<file path="src/bnn_pkg.sv">
package bnn_pkg;

  // Network sizes
  localparam int num_features = 11;
  localparam int feature_bits = 4;
  localparam int num_hidden = 40;
  localparam int num_classes = 7;

  // Derived widths
  localparam int acc_bits = $clog2(num_features * (2 ** feature_bits - 1) + 1) + 1;
  localparam int score_bits = $clog2(num_hidden + 1);
  localparam int class_bits = $clog2(num_classes);
  localparam int feat_cnt_bits = $clog2(num_features);
  localparam int pos_bits = $clog2(num_hidden);

  // Wishbone sizes
  localparam int wb_addr_bits = 4;
  localparam int wb_data_bits = 32;
  localparam int feats_per_word = wb_data_bits / feature_bits;
  localparam int hi_feat_bits = (num_features - feats_per_word) * feature_bits;

  // Register map, word addresses
  localparam logic [wb_addr_bits-1:0] reg_ctrl = 4'd0;
  localparam logic [wb_addr_bits-1:0] reg_status = 4'd1;
  localparam logic [wb_addr_bits-1:0] reg_feat_lo = 4'd2;
  localparam logic [wb_addr_bits-1:0] reg_feat_hi = 4'd3;
  localparam logic [wb_addr_bits-1:0] reg_result = 4'd4;
  localparam logic [wb_addr_bits-1:0] reg_score_base = 4'd8;

  // Hidden layer signs, 1 adds the feature, row k belongs to feature k
  localparam logic [num_features-1:0][num_hidden-1:0] hidden_weights = {
    40'h5B_2566_3F86,  // Feature 10
    40'hE7_BDE8_30A6,
    40'hF1_0CB3_9575,
    40'hD1_238A_D539,
    40'h77_ACEF_8CDA,
    40'hD9_F20F_34D3,
    40'h42_D0FF_B893,
    40'h47_85CB_B151,
    40'hE3_4EC8_4272,
    40'h86_0012_D468,
    40'hAE_2713_2BF8   // Feature 0
  };

  // Output layer match pattern, row k belongs to class k
  localparam logic [num_classes-1:0][num_hidden-1:0] output_weights = {
    40'h6B_7AD9_5300,  // Class 6
    40'hE7_77F8_D1B0,
    40'hEB_72F0_D7B0,
    40'hCB_4233_0578,
    40'h3A_DCBE_3D7D,
    40'h8E_B72F_C663,
    40'h1E_3534_CC07   // Class 0
  };

endpackage

</file>
<file path="src/bnn_ctrl_if.sv">
`timescale 1ns/1ps

interface bnn_ctrl_if;
  import bnn_pkg::*;

  logic start;
  logic [num_features-1:0][feature_bits-1:0] features;
  logic done;
  logic [num_classes-1:0][score_bits-1:0] scores;
  logic [class_bits-1:0] klass;

  modport regs (
    output start,
    output features,
    input done,
    input scores,
    input klass
  );

  modport net (
    input start,
    input features,
    output done,
    output scores,
    output klass
  );

endinterface

</file>
<file path="src/bnn_argmax.sv">
`timescale 1ns/1ps

module bnn_argmax (
  input logic [bnn_pkg::num_classes-1:0][bnn_pkg::score_bits-1:0] scores,
  output logic [bnn_pkg::class_bits-1:0] klass
);
  import bnn_pkg::*;

  logic [score_bits-1:0] best_score;

  // Strict compare keeps the lower index on a tie
  always_comb begin
    best_score = scores[0];
    klass = '0;
    for (int k = 1; k < num_classes; k++) begin
      if (scores[k] > best_score) begin
        best_score = scores[k];
        klass = class_bits'(k);
      end
    end
  end

endmodule

</file>
<file path="src/bnn_classifier.sv">
`timescale 1ns/1ps

module bnn_classifier (
  input logic clk,
  input logic rst,
  input logic wb_cyc,
  input logic wb_stb,
  input logic wb_we,
  input logic [bnn_pkg::wb_addr_bits-1:0] wb_adr,
  input logic [bnn_pkg::wb_data_bits-1:0] wb_dat_w,
  output logic [bnn_pkg::wb_data_bits-1:0] wb_dat_r,
  output logic wb_ack
);
  import bnn_pkg::*;

  logic [num_hidden-1:0] hidden_bits;
  logic hidden_valid;

  bnn_ctrl_if ctrl_bus ();

  bnn_wb_regs regs0 (
    .clk(clk),
    .rst(rst),
    .wb_cyc(wb_cyc),
    .wb_stb(wb_stb),
    .wb_we(wb_we),
    .wb_adr(wb_adr),
    .wb_dat_w(wb_dat_w),
    .wb_dat_r(wb_dat_r),
    .wb_ack(wb_ack),
    .ctrl(ctrl_bus.regs)
  );

  bnn_hidden_layer hidden0 (
    .clk(clk),
    .rst(rst),
    .start(ctrl_bus.start),
    .features(ctrl_bus.features),
    .hidden_bits(hidden_bits),
    .hidden_valid(hidden_valid)
  );

  bnn_output_layer output0 (
    .clk(clk),
    .rst(rst),
    .hidden_bits(hidden_bits),
    .hidden_valid(hidden_valid),
    .ctrl(ctrl_bus.net)
  );

  bnn_argmax argmax0 (
    .scores(ctrl_bus.scores),
    .klass(ctrl_bus.klass)
  );

endmodule

</file>
<file path="src/bnn_hidden_layer.sv">
`timescale 1ns/1ps

module bnn_hidden_layer (
  input logic clk,
  input logic rst,
  input logic start,
  input logic [bnn_pkg::num_features-1:0][bnn_pkg::feature_bits-1:0] features,
  output logic [bnn_pkg::num_hidden-1:0] hidden_bits,
  output logic hidden_valid
);
  import bnn_pkg::*;

  logic running;
  logic last;
  logic [feat_cnt_bits-1:0] cnt;
  logic [num_features-1:0][feature_bits-1:0] feat_q;
  logic [feature_bits-1:0] cur_feat;
  logic signed [acc_bits-1:0] feat_ext;
  logic [num_hidden-1:0] row;

  assign last = running && (cnt == feat_cnt_bits'(num_features - 1));
  assign hidden_valid = last;  // Final sums are the next_acc values of this cycle

  assign cur_feat = feat_q[cnt];
  assign feat_ext = signed'({{(acc_bits - feature_bits){1'b0}}, cur_feat});
  assign row = hidden_weights[cnt];

  // Snapshot so bus writes during a run do not disturb it
  always_ff @(posedge clk) begin
    if (start) begin
      feat_q <= features;
    end
  end

  always_ff @(posedge clk or posedge rst) begin
    if (rst) begin
      cnt <= '0;
      running <= 1'b0;
    end else if (start) begin
      cnt <= '0;
      running <= 1'b1;
    end else if (running) begin
      if (last) begin
        cnt <= '0;
        running <= 1'b0;
      end else begin
        cnt <= cnt + 1'b1;
      end
    end
  end

  for (genvar i = 0; i < num_hidden; i++) begin : g_neuron
    logic signed [acc_bits-1:0] acc;
    logic signed [acc_bits-1:0] next_acc;

    assign next_acc = row[i] ? acc + feat_ext : acc - feat_ext;
    assign hidden_bits[i] = ~next_acc[acc_bits-1];  // Sum >= 0

    always_ff @(posedge clk or posedge rst) begin
      if (rst) begin
        acc <= '0;
      end else if (start) begin
        acc <= '0;
      end else if (running) begin
        acc <= next_acc;
      end
    end
  end

  cnt_in_range: assert property (@(posedge clk) disable iff (rst)
    cnt < num_features);

endmodule

</file>
<file path="src/bnn_output_layer.sv">
`timescale 1ns/1ps

module bnn_output_layer (
  input logic clk,
  input logic rst,
  input logic [bnn_pkg::num_hidden-1:0] hidden_bits,
  input logic hidden_valid,
  bnn_ctrl_if.net ctrl
);
  import bnn_pkg::*;

  logic walking;
  logic last;
  logic done_q;
  logic [pos_bits-1:0] pos;
  logic [num_hidden-1:0] hid_q;
  logic [num_classes-1:0][score_bits-1:0] score_q;

  assign last = walking && (pos == pos_bits'(num_hidden - 1));
  assign ctrl.done = done_q;
  assign ctrl.scores = score_q;

  always_ff @(posedge clk) begin
    if (hidden_valid) begin
      hid_q <= hidden_bits;
    end
  end

  always_ff @(posedge clk or posedge rst) begin
    if (rst) begin
      pos <= '0;
      walking <= 1'b0;
      done_q <= 1'b0;
    end else begin
      done_q <= last;  // One cycle after the last position
      if (hidden_valid) begin
        pos <= '0;
        walking <= 1'b1;
      end else if (walking) begin
        if (last) begin
          pos <= '0;
          walking <= 1'b0;
        end else begin
          pos <= pos + 1'b1;
        end
      end
    end
  end

  // XNOR popcount, one hidden position per cycle
  always_ff @(posedge clk or posedge rst) begin
    if (rst) begin
      score_q <= '0;
    end else if (ctrl.start || hidden_valid) begin
      score_q <= '0;
    end else if (walking) begin
      for (int c = 0; c < num_classes; c++) begin
        if (hid_q[pos] == output_weights[c][pos]) begin
          score_q[c] <= score_q[c] + 1'b1;
        end
      end
    end
  end

  // Hidden layer must not overrun an active walk
  no_valid_walking: assert property (@(posedge clk) disable iff (rst)
    hidden_valid |-> !walking);

endmodule

</file>
<file path="src/bnn_wb_regs.sv">
`timescale 1ns/1ps

module bnn_wb_regs (
  input logic clk,
  input logic rst,
  input logic wb_cyc,
  input logic wb_stb,
  input logic wb_we,
  input logic [bnn_pkg::wb_addr_bits-1:0] wb_adr,
  input logic [bnn_pkg::wb_data_bits-1:0] wb_dat_w,
  output logic [bnn_pkg::wb_data_bits-1:0] wb_dat_r,
  output logic wb_ack,
  bnn_ctrl_if.regs ctrl
);
  import bnn_pkg::*;

  logic req;
  logic wr_en;
  logic rd_en;
  logic ack_q;
  logic held;
  logic start_q;
  logic busy;
  logic done_flag;
  logic [num_features-1:0][feature_bits-1:0] feat_q;
  logic [wb_addr_bits-1:0] score_idx;
  logic [wb_data_bits-1:0] rd_data;
  logic [wb_data_bits-1:0] dat_q;

  assign req = wb_cyc && wb_stb;
  assign wr_en = req && !ack_q && !held && wb_we;  // One access per held request
  assign rd_en = req && !ack_q && !held && !wb_we;
  assign wb_ack = ack_q && wb_stb;
  assign wb_dat_r = dat_q;
  assign score_idx = wb_adr - reg_score_base;

  assign ctrl.start = start_q;
  assign ctrl.features = feat_q;

  always_ff @(posedge clk or posedge rst) begin
    if (rst) begin
      ack_q <= 1'b0;
      held <= 1'b0;
      start_q <= 1'b0;
      busy <= 1'b0;
      done_flag <= 1'b0;
      feat_q <= '0;
    end else begin
      ack_q <= req && !ack_q && !held;
      held <= req && (ack_q || held);  // Set until stb drops
      start_q <= 1'b0;
      if (ctrl.done) begin
        busy <= 1'b0;
        done_flag <= 1'b1;
      end
      if (wr_en) begin
        case (wb_adr)
          reg_ctrl: begin
            if (wb_dat_w[0] && !busy) begin  // Ignored while a run is active
              start_q <= 1'b1;
              busy <= 1'b1;
              done_flag <= 1'b0;
            end
          end
          reg_feat_lo: feat_q[feats_per_word-1:0] <= wb_dat_w;
          reg_feat_hi: feat_q[num_features-1:feats_per_word] <= wb_dat_w[hi_feat_bits-1:0];
          default: ;
        endcase
      end
    end
  end

  always_comb begin
    rd_data = '0;
    case (wb_adr)
      reg_status: rd_data[1:0] = {done_flag, busy};
      reg_feat_lo: rd_data = feat_q[feats_per_word-1:0];
      reg_feat_hi: rd_data[hi_feat_bits-1:0] = feat_q[num_features-1:feats_per_word];
      reg_result: rd_data[class_bits-1:0] = ctrl.klass;
      default: begin
        if (wb_adr >= reg_score_base && wb_adr < reg_score_base + num_classes) begin
          rd_data[score_bits-1:0] = ctrl.scores[score_idx[class_bits-1:0]];
        end
      end
    endcase
  end

  always_ff @(posedge clk) begin
    if (rd_en) begin
      dat_q <= rd_data;
    end
  end

  // Ack only answers a request seen in the cycle before
  ack_after_req: assert property (@(posedge clk) disable iff (rst)
    wb_ack |-> $past(req));

  // A run cannot be launched on top of another
  no_start_busy: assert property (@(posedge clk) disable iff (rst)
    ctrl.start |-> !$past(busy));

endmodule

</file>
<file path="config.mk">
export PLATFORM = sky130hd
export DESIGN_NAME = bnn_classifier
export DESIGN_NICKNAME = d
export VERILOG_FILES = /design/src/bnn_pkg.sv /design/src/bnn_ctrl_if.sv /design/src/bnn_argmax.sv /design/src/bnn_classifier.sv /design/src/bnn_hidden_layer.sv /design/src/bnn_output_layer.sv /design/src/bnn_wb_regs.sv
export SDC_FILE = /design/constraint.sdc
export NUM_CORES = 2
export LEC_CHECK = 0
export BUFFER_PORTS_ARGS = -buffer_cell sky130_fd_sc_hd__clkbuf_2
export CORE_ASPECT_RATIO = 0.5
export CORE_MARGIN = 2
export CORE_UTILIZATION = 55
export CTS_CLUSTER_DIAMETER = 50
export DETAILED_ROUTE_END_ITERATION = 8
export GPL_TIMING_DRIVEN = 0
export PLACE_DENSITY = 0.71
export SLEW_MARGIN = 20
export SYNTH_ARGS = -nofsm -noshare
export SYNTH_HDL_FRONTEND = slang
export SYNTH_SLANG_ARGS = --single-unit
</file>
<file path="constraint.sdc">
create_clock -name clk -period 31.7 [get_ports clk]
set_input_delay 3.17 -clock clk [delete_from_list [all_inputs] [get_ports clk]]
set_output_delay 3.17 -clock clk [all_outputs]
set_load 0.005 [all_outputs]
</file>
Word level (Yosys, flattened, before mapping)

Memories as Yosys holds them, arrays and structs flattened.
Cells that the tools add are included.

Flip-flop bits (word level): 580
ROM bits: 1088
Input bits: 41
Output and inout port bits: 33
Word-level logic and storage cells: 464
Memories: 8

Memories:

| memory           | depth | width | rd ports | clocked after Yosys merged registers in | wr ports | line                   | source |
|---|---|---|---|---|---|---|---|
| (name not given) | 16    | 40    | 1        | 0                                       | 0        | bnn_hidden_layer.sv:26 | `assign row = hidden_weights[cnt];` |
| (name not given) | 64    | 1     | 1        | 0                                       | 0        | bnn_output_layer.sv:58 | `if (hid_q[pos] == output_weights[c][pos]) begin` |
| (name not given) | 64    | 1     | 1        | 0                                       | 0        | bnn_output_layer.sv:58 |  |
| (name not given) | 64    | 1     | 1        | 0                                       | 0        | bnn_output_layer.sv:58 |  |
| (name not given) | 64    | 1     | 1        | 0                                       | 0        | bnn_output_layer.sv:58 |  |
| (name not given) | 64    | 1     | 1        | 0                                       | 0        | bnn_output_layer.sv:58 |  |
| +2 memories      | -     | -     | -        | -                                       | -        | -                      |  |

Add/sub/neg operators: 90
Order comparisons: 11
Equal/unequal tests: 13
Mux-type cells: 182
Bitwise operators: 40
Reductions and logical operators: 38

Operators with widths:

| kind                                                                  | count |
|---|---|
| 9-bit two-way mux                                                     | 120 |
| 9-bit by 5-bit adder with 9-bit output                                | 40 |
| 9-bit by 5-bit subtractor with 9-bit output                           | 40 |
| 6-bit two-way mux                                                     | 17 |
| 42-bit two-way mux                                                    | 2 |
| 6-bit by 1-bit adder with 6-bit output, second input constant         | 8 |
| 40-bit two-way mux                                                    | 1 |
| 1-bit inverter                                                        | 40 |
| 6-bit greater-than comparator                                         | 6 |
| 1-bit two-way mux                                                     | 26 |
| 2-bit nonzero test                                                    | 10 |
| 6-bit binary-select mux with 3-bit select                             | 1 |
| 2-bit AND reduction                                                   | 9 |
| 4-bit binary-select mux with 4-bit select                             | 1 |
| 4-bit two-way mux                                                     | 4 |
| 6-bit one-hot mux with 2 select lines                                 | 1 |
| 1-bit logical AND                                                     | 11 |
| 3-bit two-way mux                                                     | 3 |
| 3-bit one-hot mux with 3 select lines                                 | 1 |
| 4-bit by 2-bit equality test with 1-bit output, second input constant | 2 |
| 2-bit one-hot mux with 4 select lines                                 | 1 |
| 1-bit equality test                                                   | 7 |
| 6-bit by 7-bit < comparator with 1-bit output, second input constant  | 1 |
| 1-bit binary-select mux with 6-bit select                             | 1 |
| other kinds (16)                                                      | 21 |

Longest topological paths before layout

Depth after elaboration: 13
Mapped depth: 56
Depth with buffers taken out: 53

Worst setup path before layout

Ideal clock, no wire load.

Kind: register to register
From: register output0.score_q, in the netlist output0.ctrl.scores[1]
To: register regs0.dat_q[0], in the netlist regs0.wb_dat_r[0], data pin
Library setup time: 0.265 ns
Arrival: 9.407 ns
Required time: 31.435 ns
Setup slack: 22.027 ns
Cell stages (with the launch flop): 56
Path buffers: 3
Period minus slack after synthesis: 9.673 ns
Cells stage by stage: dfrtp_1 > inv_1 > ha_1 > nor2b_1 > o21a_4 > o31a_1 > o21ai_0 > inv_1 > ha_1 > nor2b_1 > and4_1 > or3_1 > and3_1 > buf_2 > nor2_1 > a21o_1 > inv_1 > ha_1 > [20 not listed] > nand2b_1 > a21oi_1 > nor2b_1 > o22a_1 > clkbuf_1 > nor2_1 > a21oi_1 > o31ai_1 > ha_1 > nor2b_1 > o21a_1 > o21a_1 > o21ai_0 > nand2b_1 > a21oi_1 > a31oi_1 > a2111oi_0 > or3_1

Longest elaborated chain between the ends: 13
Elaborated cells on any way between the ends: 18
Those cells by class: 6 x order compare; 12 x mux

RTL lines:

| item                                    | line                   | source |
|---|---|---|
| start, declared                         | bnn_output_layer.sv:17 | `logic [num_classes-1:0][score_bits-1:0] score_q;` |
| start signal, assigned by index         | bnn_output_layer.sv:59 | `score_q[c] <= score_q[c] + 1'b1;` |
| 6-bit greater-than comparator           | bnn_argmax.sv:16       | `if (scores[k] > best_score) begin` |
| 6-bit two-way mux                       | bnn_argmax.sv:16       |  |
| 6-bit greater-than comparator           | bnn_argmax.sv:16       |  |
| 6-bit two-way mux                       | bnn_argmax.sv:16       |  |
| 6-bit greater-than comparator           | bnn_argmax.sv:16       |  |
| 6-bit two-way mux                       | bnn_argmax.sv:16       |  |
| 6-bit greater-than comparator           | bnn_argmax.sv:16       |  |
| 6-bit two-way mux                       | bnn_argmax.sv:16       |  |
| 6-bit greater-than comparator           | bnn_argmax.sv:16       |  |
| 6-bit two-way mux                       | bnn_argmax.sv:16       |  |
| 6-bit greater-than comparator           | bnn_argmax.sv:16       |  |
| 3-bit two-way mux *                     | bnn_argmax.sv:16       |  |
| 2-bit one-hot mux with 4 select lines * | bnn_wb_regs.sv:75      | `case (wb_adr)` |
| named net regs0.rd_data[0]              | bnn_wb_regs.sv:27      | `logic [wb_data_bits-1:0] rd_data;` |
| end signal, assigned                    | bnn_wb_regs.sv:90      | `dat_q <= rd_data;` |
| end, declared                           | bnn_wb_regs.sv:28      | `logic [wb_data_bits-1:0] dat_q;` |

The timed path passes the listed nets; every way through them passes the cells marked *.
A chain may end at the register's enable or synchronous reset.

Worst setup path after layout

From: register output0.score_q, in the netlist output0.ctrl.scores[10]
To: register regs0.dat_q[0], in the netlist regs0.wb_dat_r[0], data pin

The elaborated chain is that of the path after synthesis.

==> flow_metrics.py <==
metrics = {
    "status": {
        "status": "finished, final reports clean",
    },
    "clocking": {
        "clk_lat_worst_skew_ps": 670,
        "tritoncts.num_buffers": 57,
        "ctsHoldBuffers": 0,
        "htree_levels": 2,
        "ctsResizeCount": 0,
        "clk_pin_slew_worst_paths_ps": 70,
        "tritoncts": "yes",
        "numClockSinks": 580,
        "clock_tree.root_cell": "clkbuf_16",
        "post-cts-setup-buffer-count": 0,
        "clockBufferDepth": 3,
    },
    "power": {
        "comb_power_share_pct": 2.0,
        "leakage_nw": 20.68,
        "powerDensity_nw_per_um2": 35.96,
        "netSwitchingFraction_pct": 23.01,
        "power.share.sequential_pct": 49.7,
        "power.internal_mw": 1.201,
        "irDropWorstVdd_uv": 48.29,
        "p_switching_mw": 0.3589,
        "clock_power_share_pct": 48.4,
    },
    "route": {
        "met3WireLength_mm": 8.563,
        "dr_total_vias": 30560,
        "drt_first_pass_iters": 6,
        "route.met2.wl_mm": 47.31,
        "drt_wl_total_mm": 106.4,
        "wire_per_inst_microns": 20.55,
        "routed_via_density": 5.901,
        "detail-route-antenna-nets": 0,
        "route.top_layer_used": "met4",
        "detail_route.drc_violations": 0,
        "wl_met1_mm": 46.92,
        "detail_route.iter0.violations": 2703,
    },
    "global_routing": {
        "grt_max_degree": 94,
        "grt_util_all_layers_pct": 28.90,
        "grt_pass1_wl_mm": 170.1,
        "grt_pass1_vias": 31040,
        "antenna_violations_before_repair": 1,
        "grt_remaining_overflow": 0,
    },
    "floorplanning": {
        "placeableCoreArea_sq_um": 70970,
        "ioPinCount": 74,
        "initial_utilization_pct": 55.56,
        "x_dimension_of_the_die_microns": 382.6,
        "design.die.area_sq_um": 73970,
        "placementRows": 69,
        "die_height_microns": 193.3,
    },
    "layout": {
        "design_area_sq_um": 43370,
        "fraction_of_layout_cells_with_a_size_suffix_above_1_pct": 7.013,
        "antenna-diode-count": 0,
        "final_nets": 4633,
        "final_cell_count_no_fill": 5179,
        "area.growth.synth_to_final_pct": 9.999,
    },
    "min_path": {
        "holdCritPathClass": "reg2reg",
    },
    "synth": {
        "syn_area_sq_um": 39430,
        "synthArstFlopShare_pct": 80.00,
        "synth_cell_type_count": 70,
        "synth-seq-area-share_pct": 38.28,
        "yosys_warnings": 0,
        "mappedNetlistNets": 4486,
        "ys_seq_elements": 580,
        "syn-mean-instance-area_sq_um": 9.796,
        "yosys_most_used_dff": "dfrtp_1",
        "synth-edff-count": 116,
        "postSynthCellCount": 4025,
    },
    "timing": {
        "final.setup_skew_ps": 32.00,
        "timing.fmax_ghz": 0.09070,
        "timing_worst_slew_pin_value_ps": 1213,
        "setup_viol": 0,
        "post-route-min-period_ps": 11030,
        "worst_slew_margin_rel_pct": 19.12,
        "period_share_pct": 34.78,
        "number_of_pins_exceeding_their_max_slew_limit_in_the_final_report": 0,
        "grt_setup_unrepaired": "false",
        "setup_tns_final_ps": 0,
        "hold_violations": 0,
    },
    "job": {
        "maxCapViolCount": 0,
    },
    "worst_setup_path": {
        "worst-path-max-fanout": 10,
        "critical_path_type": "reg2reg",
        "slowest_stage": "dfrtp_1",
        "critPathRequiredTime_ps": 32100,
        "start_kind": "flop",
        "crit_arrival_ps": 11420,
        "slowest_delay_ps": 550,
        "critical_path.endpoint_type": "flop",
        "r2r_slack_ps": 20670,
    },
    "placed_design": {
        "place_inst": 5071,
        "postPlaceCellArea_sq_um": 41320,
        "hpwlAfterDp_mm": 76.24,
        "globalplace.congestion": 0.9593,
        "io_buffer_count": 72,
    },
}
-- cell usage after synthesis (all sizes together) (13+ instances only) --
cell | instances | share of area (%)
a211oi | 86 | 1.7
and2 | 31 | 0.49
nor2b | 14 | 0.22
o21a | 13 | 0.27
xnor2 | 268 | 6.0
nand4 | 18 | 0.29
mux2 | 58 | 1.7
edfxtp | 116 | 8.8
clkbuf | 158 | 1.5
mux4 | 26 | 1.5
fa | 40 | 2.0
nand2 | 106 | 1.0
o21bai | 161 | 3.1
o21ai | 62 | 0.79
buf | 22 | 0.23
ha | 380 | 12
inv | 291 | 2.8
mux2i | 311 | 7.9
nor2 | 681 | 6.5
xor2 | 137 | 3.0
dfrtp | 464 | 29
nor3 | 14 | 0.18
nand3 | 18 | 0.25
a21oi | 351 | 4.5
a21o | 93 | 1.8
-- worst paths after layout --
path,start,depth (start not counted),to
hold / removal,regs0.ctrl.features[19],0,hidden0.feat_q[19]
setup reg to reg,output0.ctrl.scores[10],54,regs0.wb_dat_r[0]
min in group asynchronous,rst,2,regs0.ctrl.features[31]
hold reg to reg,regs0.ctrl.features[19],0,hidden0.feat_q[19]
max in group asynchronous,rst,4,hidden0.g_neuron[4].acc[1]
setup / recovery,output0.ctrl.scores[10],54,regs0.wb_dat_r[0]
-- cell families after synthesis --
kind of cell | count (synthesis) | share of synthesized area (%)
buffers and inverters | 475 | 4.538
AO/OA/AOI/OAI | 836 | 13.58
flip-flops | 580 | 38.28
AND/OR/NAND/NOR | 914 | 9.476
XOR/XNOR | 405 | 8.997
adder cells (fa/ha/maj) | 420 | 14.09
multiplexers | 395 | 11.04
-- through the flow --
stage	total power, mW	worst slack (ps)	util (%)	hold slack [ps]
floorplan	0.8058	15590	-	425.3
global placement	0.8180	9305	57.76	444.2
detailed placement	0.8208	20850	58.23	446.8
CTS	1.565	20780	61.11	466.2
global route	1.599	19940	61.11	468.3
finish	1.560	20670	61.11	467.8
-- cell type report --
cell class | instances | area, sq um
Fill cell | 5903 | 27600
Tap cell | 958 | 1199
Multi-Input combinational cell | 2970 | 22560
Clock buffer | 80 | 1665
Buffer | 180 | 686.9
Timing Repair Buffer | 88 | 668.1
Sequential cell | 580 | 15100
Inverter | 295 | 1115
Clock inverter | 28 | 379.1
-- metal layers --
layer / GRT usage [%] / vias up
li1: - / 14150
met2: 45.51 / 1069
met1: 40.23 / 15100
met3: 5.608 / 249
met4: 9.420 / 0
met5: 0 / -
-- critical path, delay by kind of cell (launching register included) --
family,cells,cell delay (ps)
compound gates,26,4380
simple gates,14,2490
fa+ha+maj,6,1770
buf+inv,6,1020
mux,2,560
flops,1,550
-- cell usage in the layout, fill, tap and decap left out, types with 8 or more instances in the layout --
cell type / instances
nor2_1: 681
dfrtp_1: 463
ha_1: 380
a21oi_1: 351
mux2i_1: 311
inv_1: 289
xnor2_1: 268
clkbuf_1: 165
o21bai_1: 161
xor2_1: 137
edfxtp_1: 116
nand2_1: 106
a21o_1: 93
a211oi_1: 85
clkbuf_2: 75
clkbuf_16: 59
mux2_2: 57
o21ai_0: 50
fa_1: 40
and2_1: 31
mux4_2: 26
nand4_1: 18
buf_1: 16
nand3_1: 16
nor3_1: 14
nor2b_1: 14
o21a_1: 12
o21ai_1: 11
clkbuf_8: 11
nand2b_1: 9
and3_1: 8
buf_2: 8
clkinv_2: 8
buf_16: 8
-- sequential cells by signal (all words and copies together) (netlist names) --
| register | count |
|---|---|
| regs0.wb_dat_r | 32 |
| hidden0.feat_q | 44 |
| hidden0.running | 1 |
| hidden0.g_neuron.acc | 360 |
| regs0.ctrl.features | 44 |
| output0.hid_q | 40 |
| output0.ctrl.scores | 42 |
| regs0.ack_q | 1 |
| output0.ctrl.done | 1 |
| regs0.busy | 1 |
| regs0.held | 1 |
| regs0.ctrl.start | 1 |
| output0.pos | 6 |
| hidden0.cnt | 4 |
| output0.walking | 1 |
| regs0.done_flag | 1 |
-- power groups by stage --
stage / clock, mW / combinational (mW) / sequential [mW]
finish: 0.755 / 0.0308 / 0.774
global route: 0.789 / 0.0349 / 0.775
CTS: 0.758 / 0.0319 / 0.775
detailed placement: 0 / 0.0318 / 0.789
global placement: 0 / 0.0283 / 0.790
floorplan: 0 / 0.0186 / 0.787
Note: power is estimated with default switching activity, not from simulation.
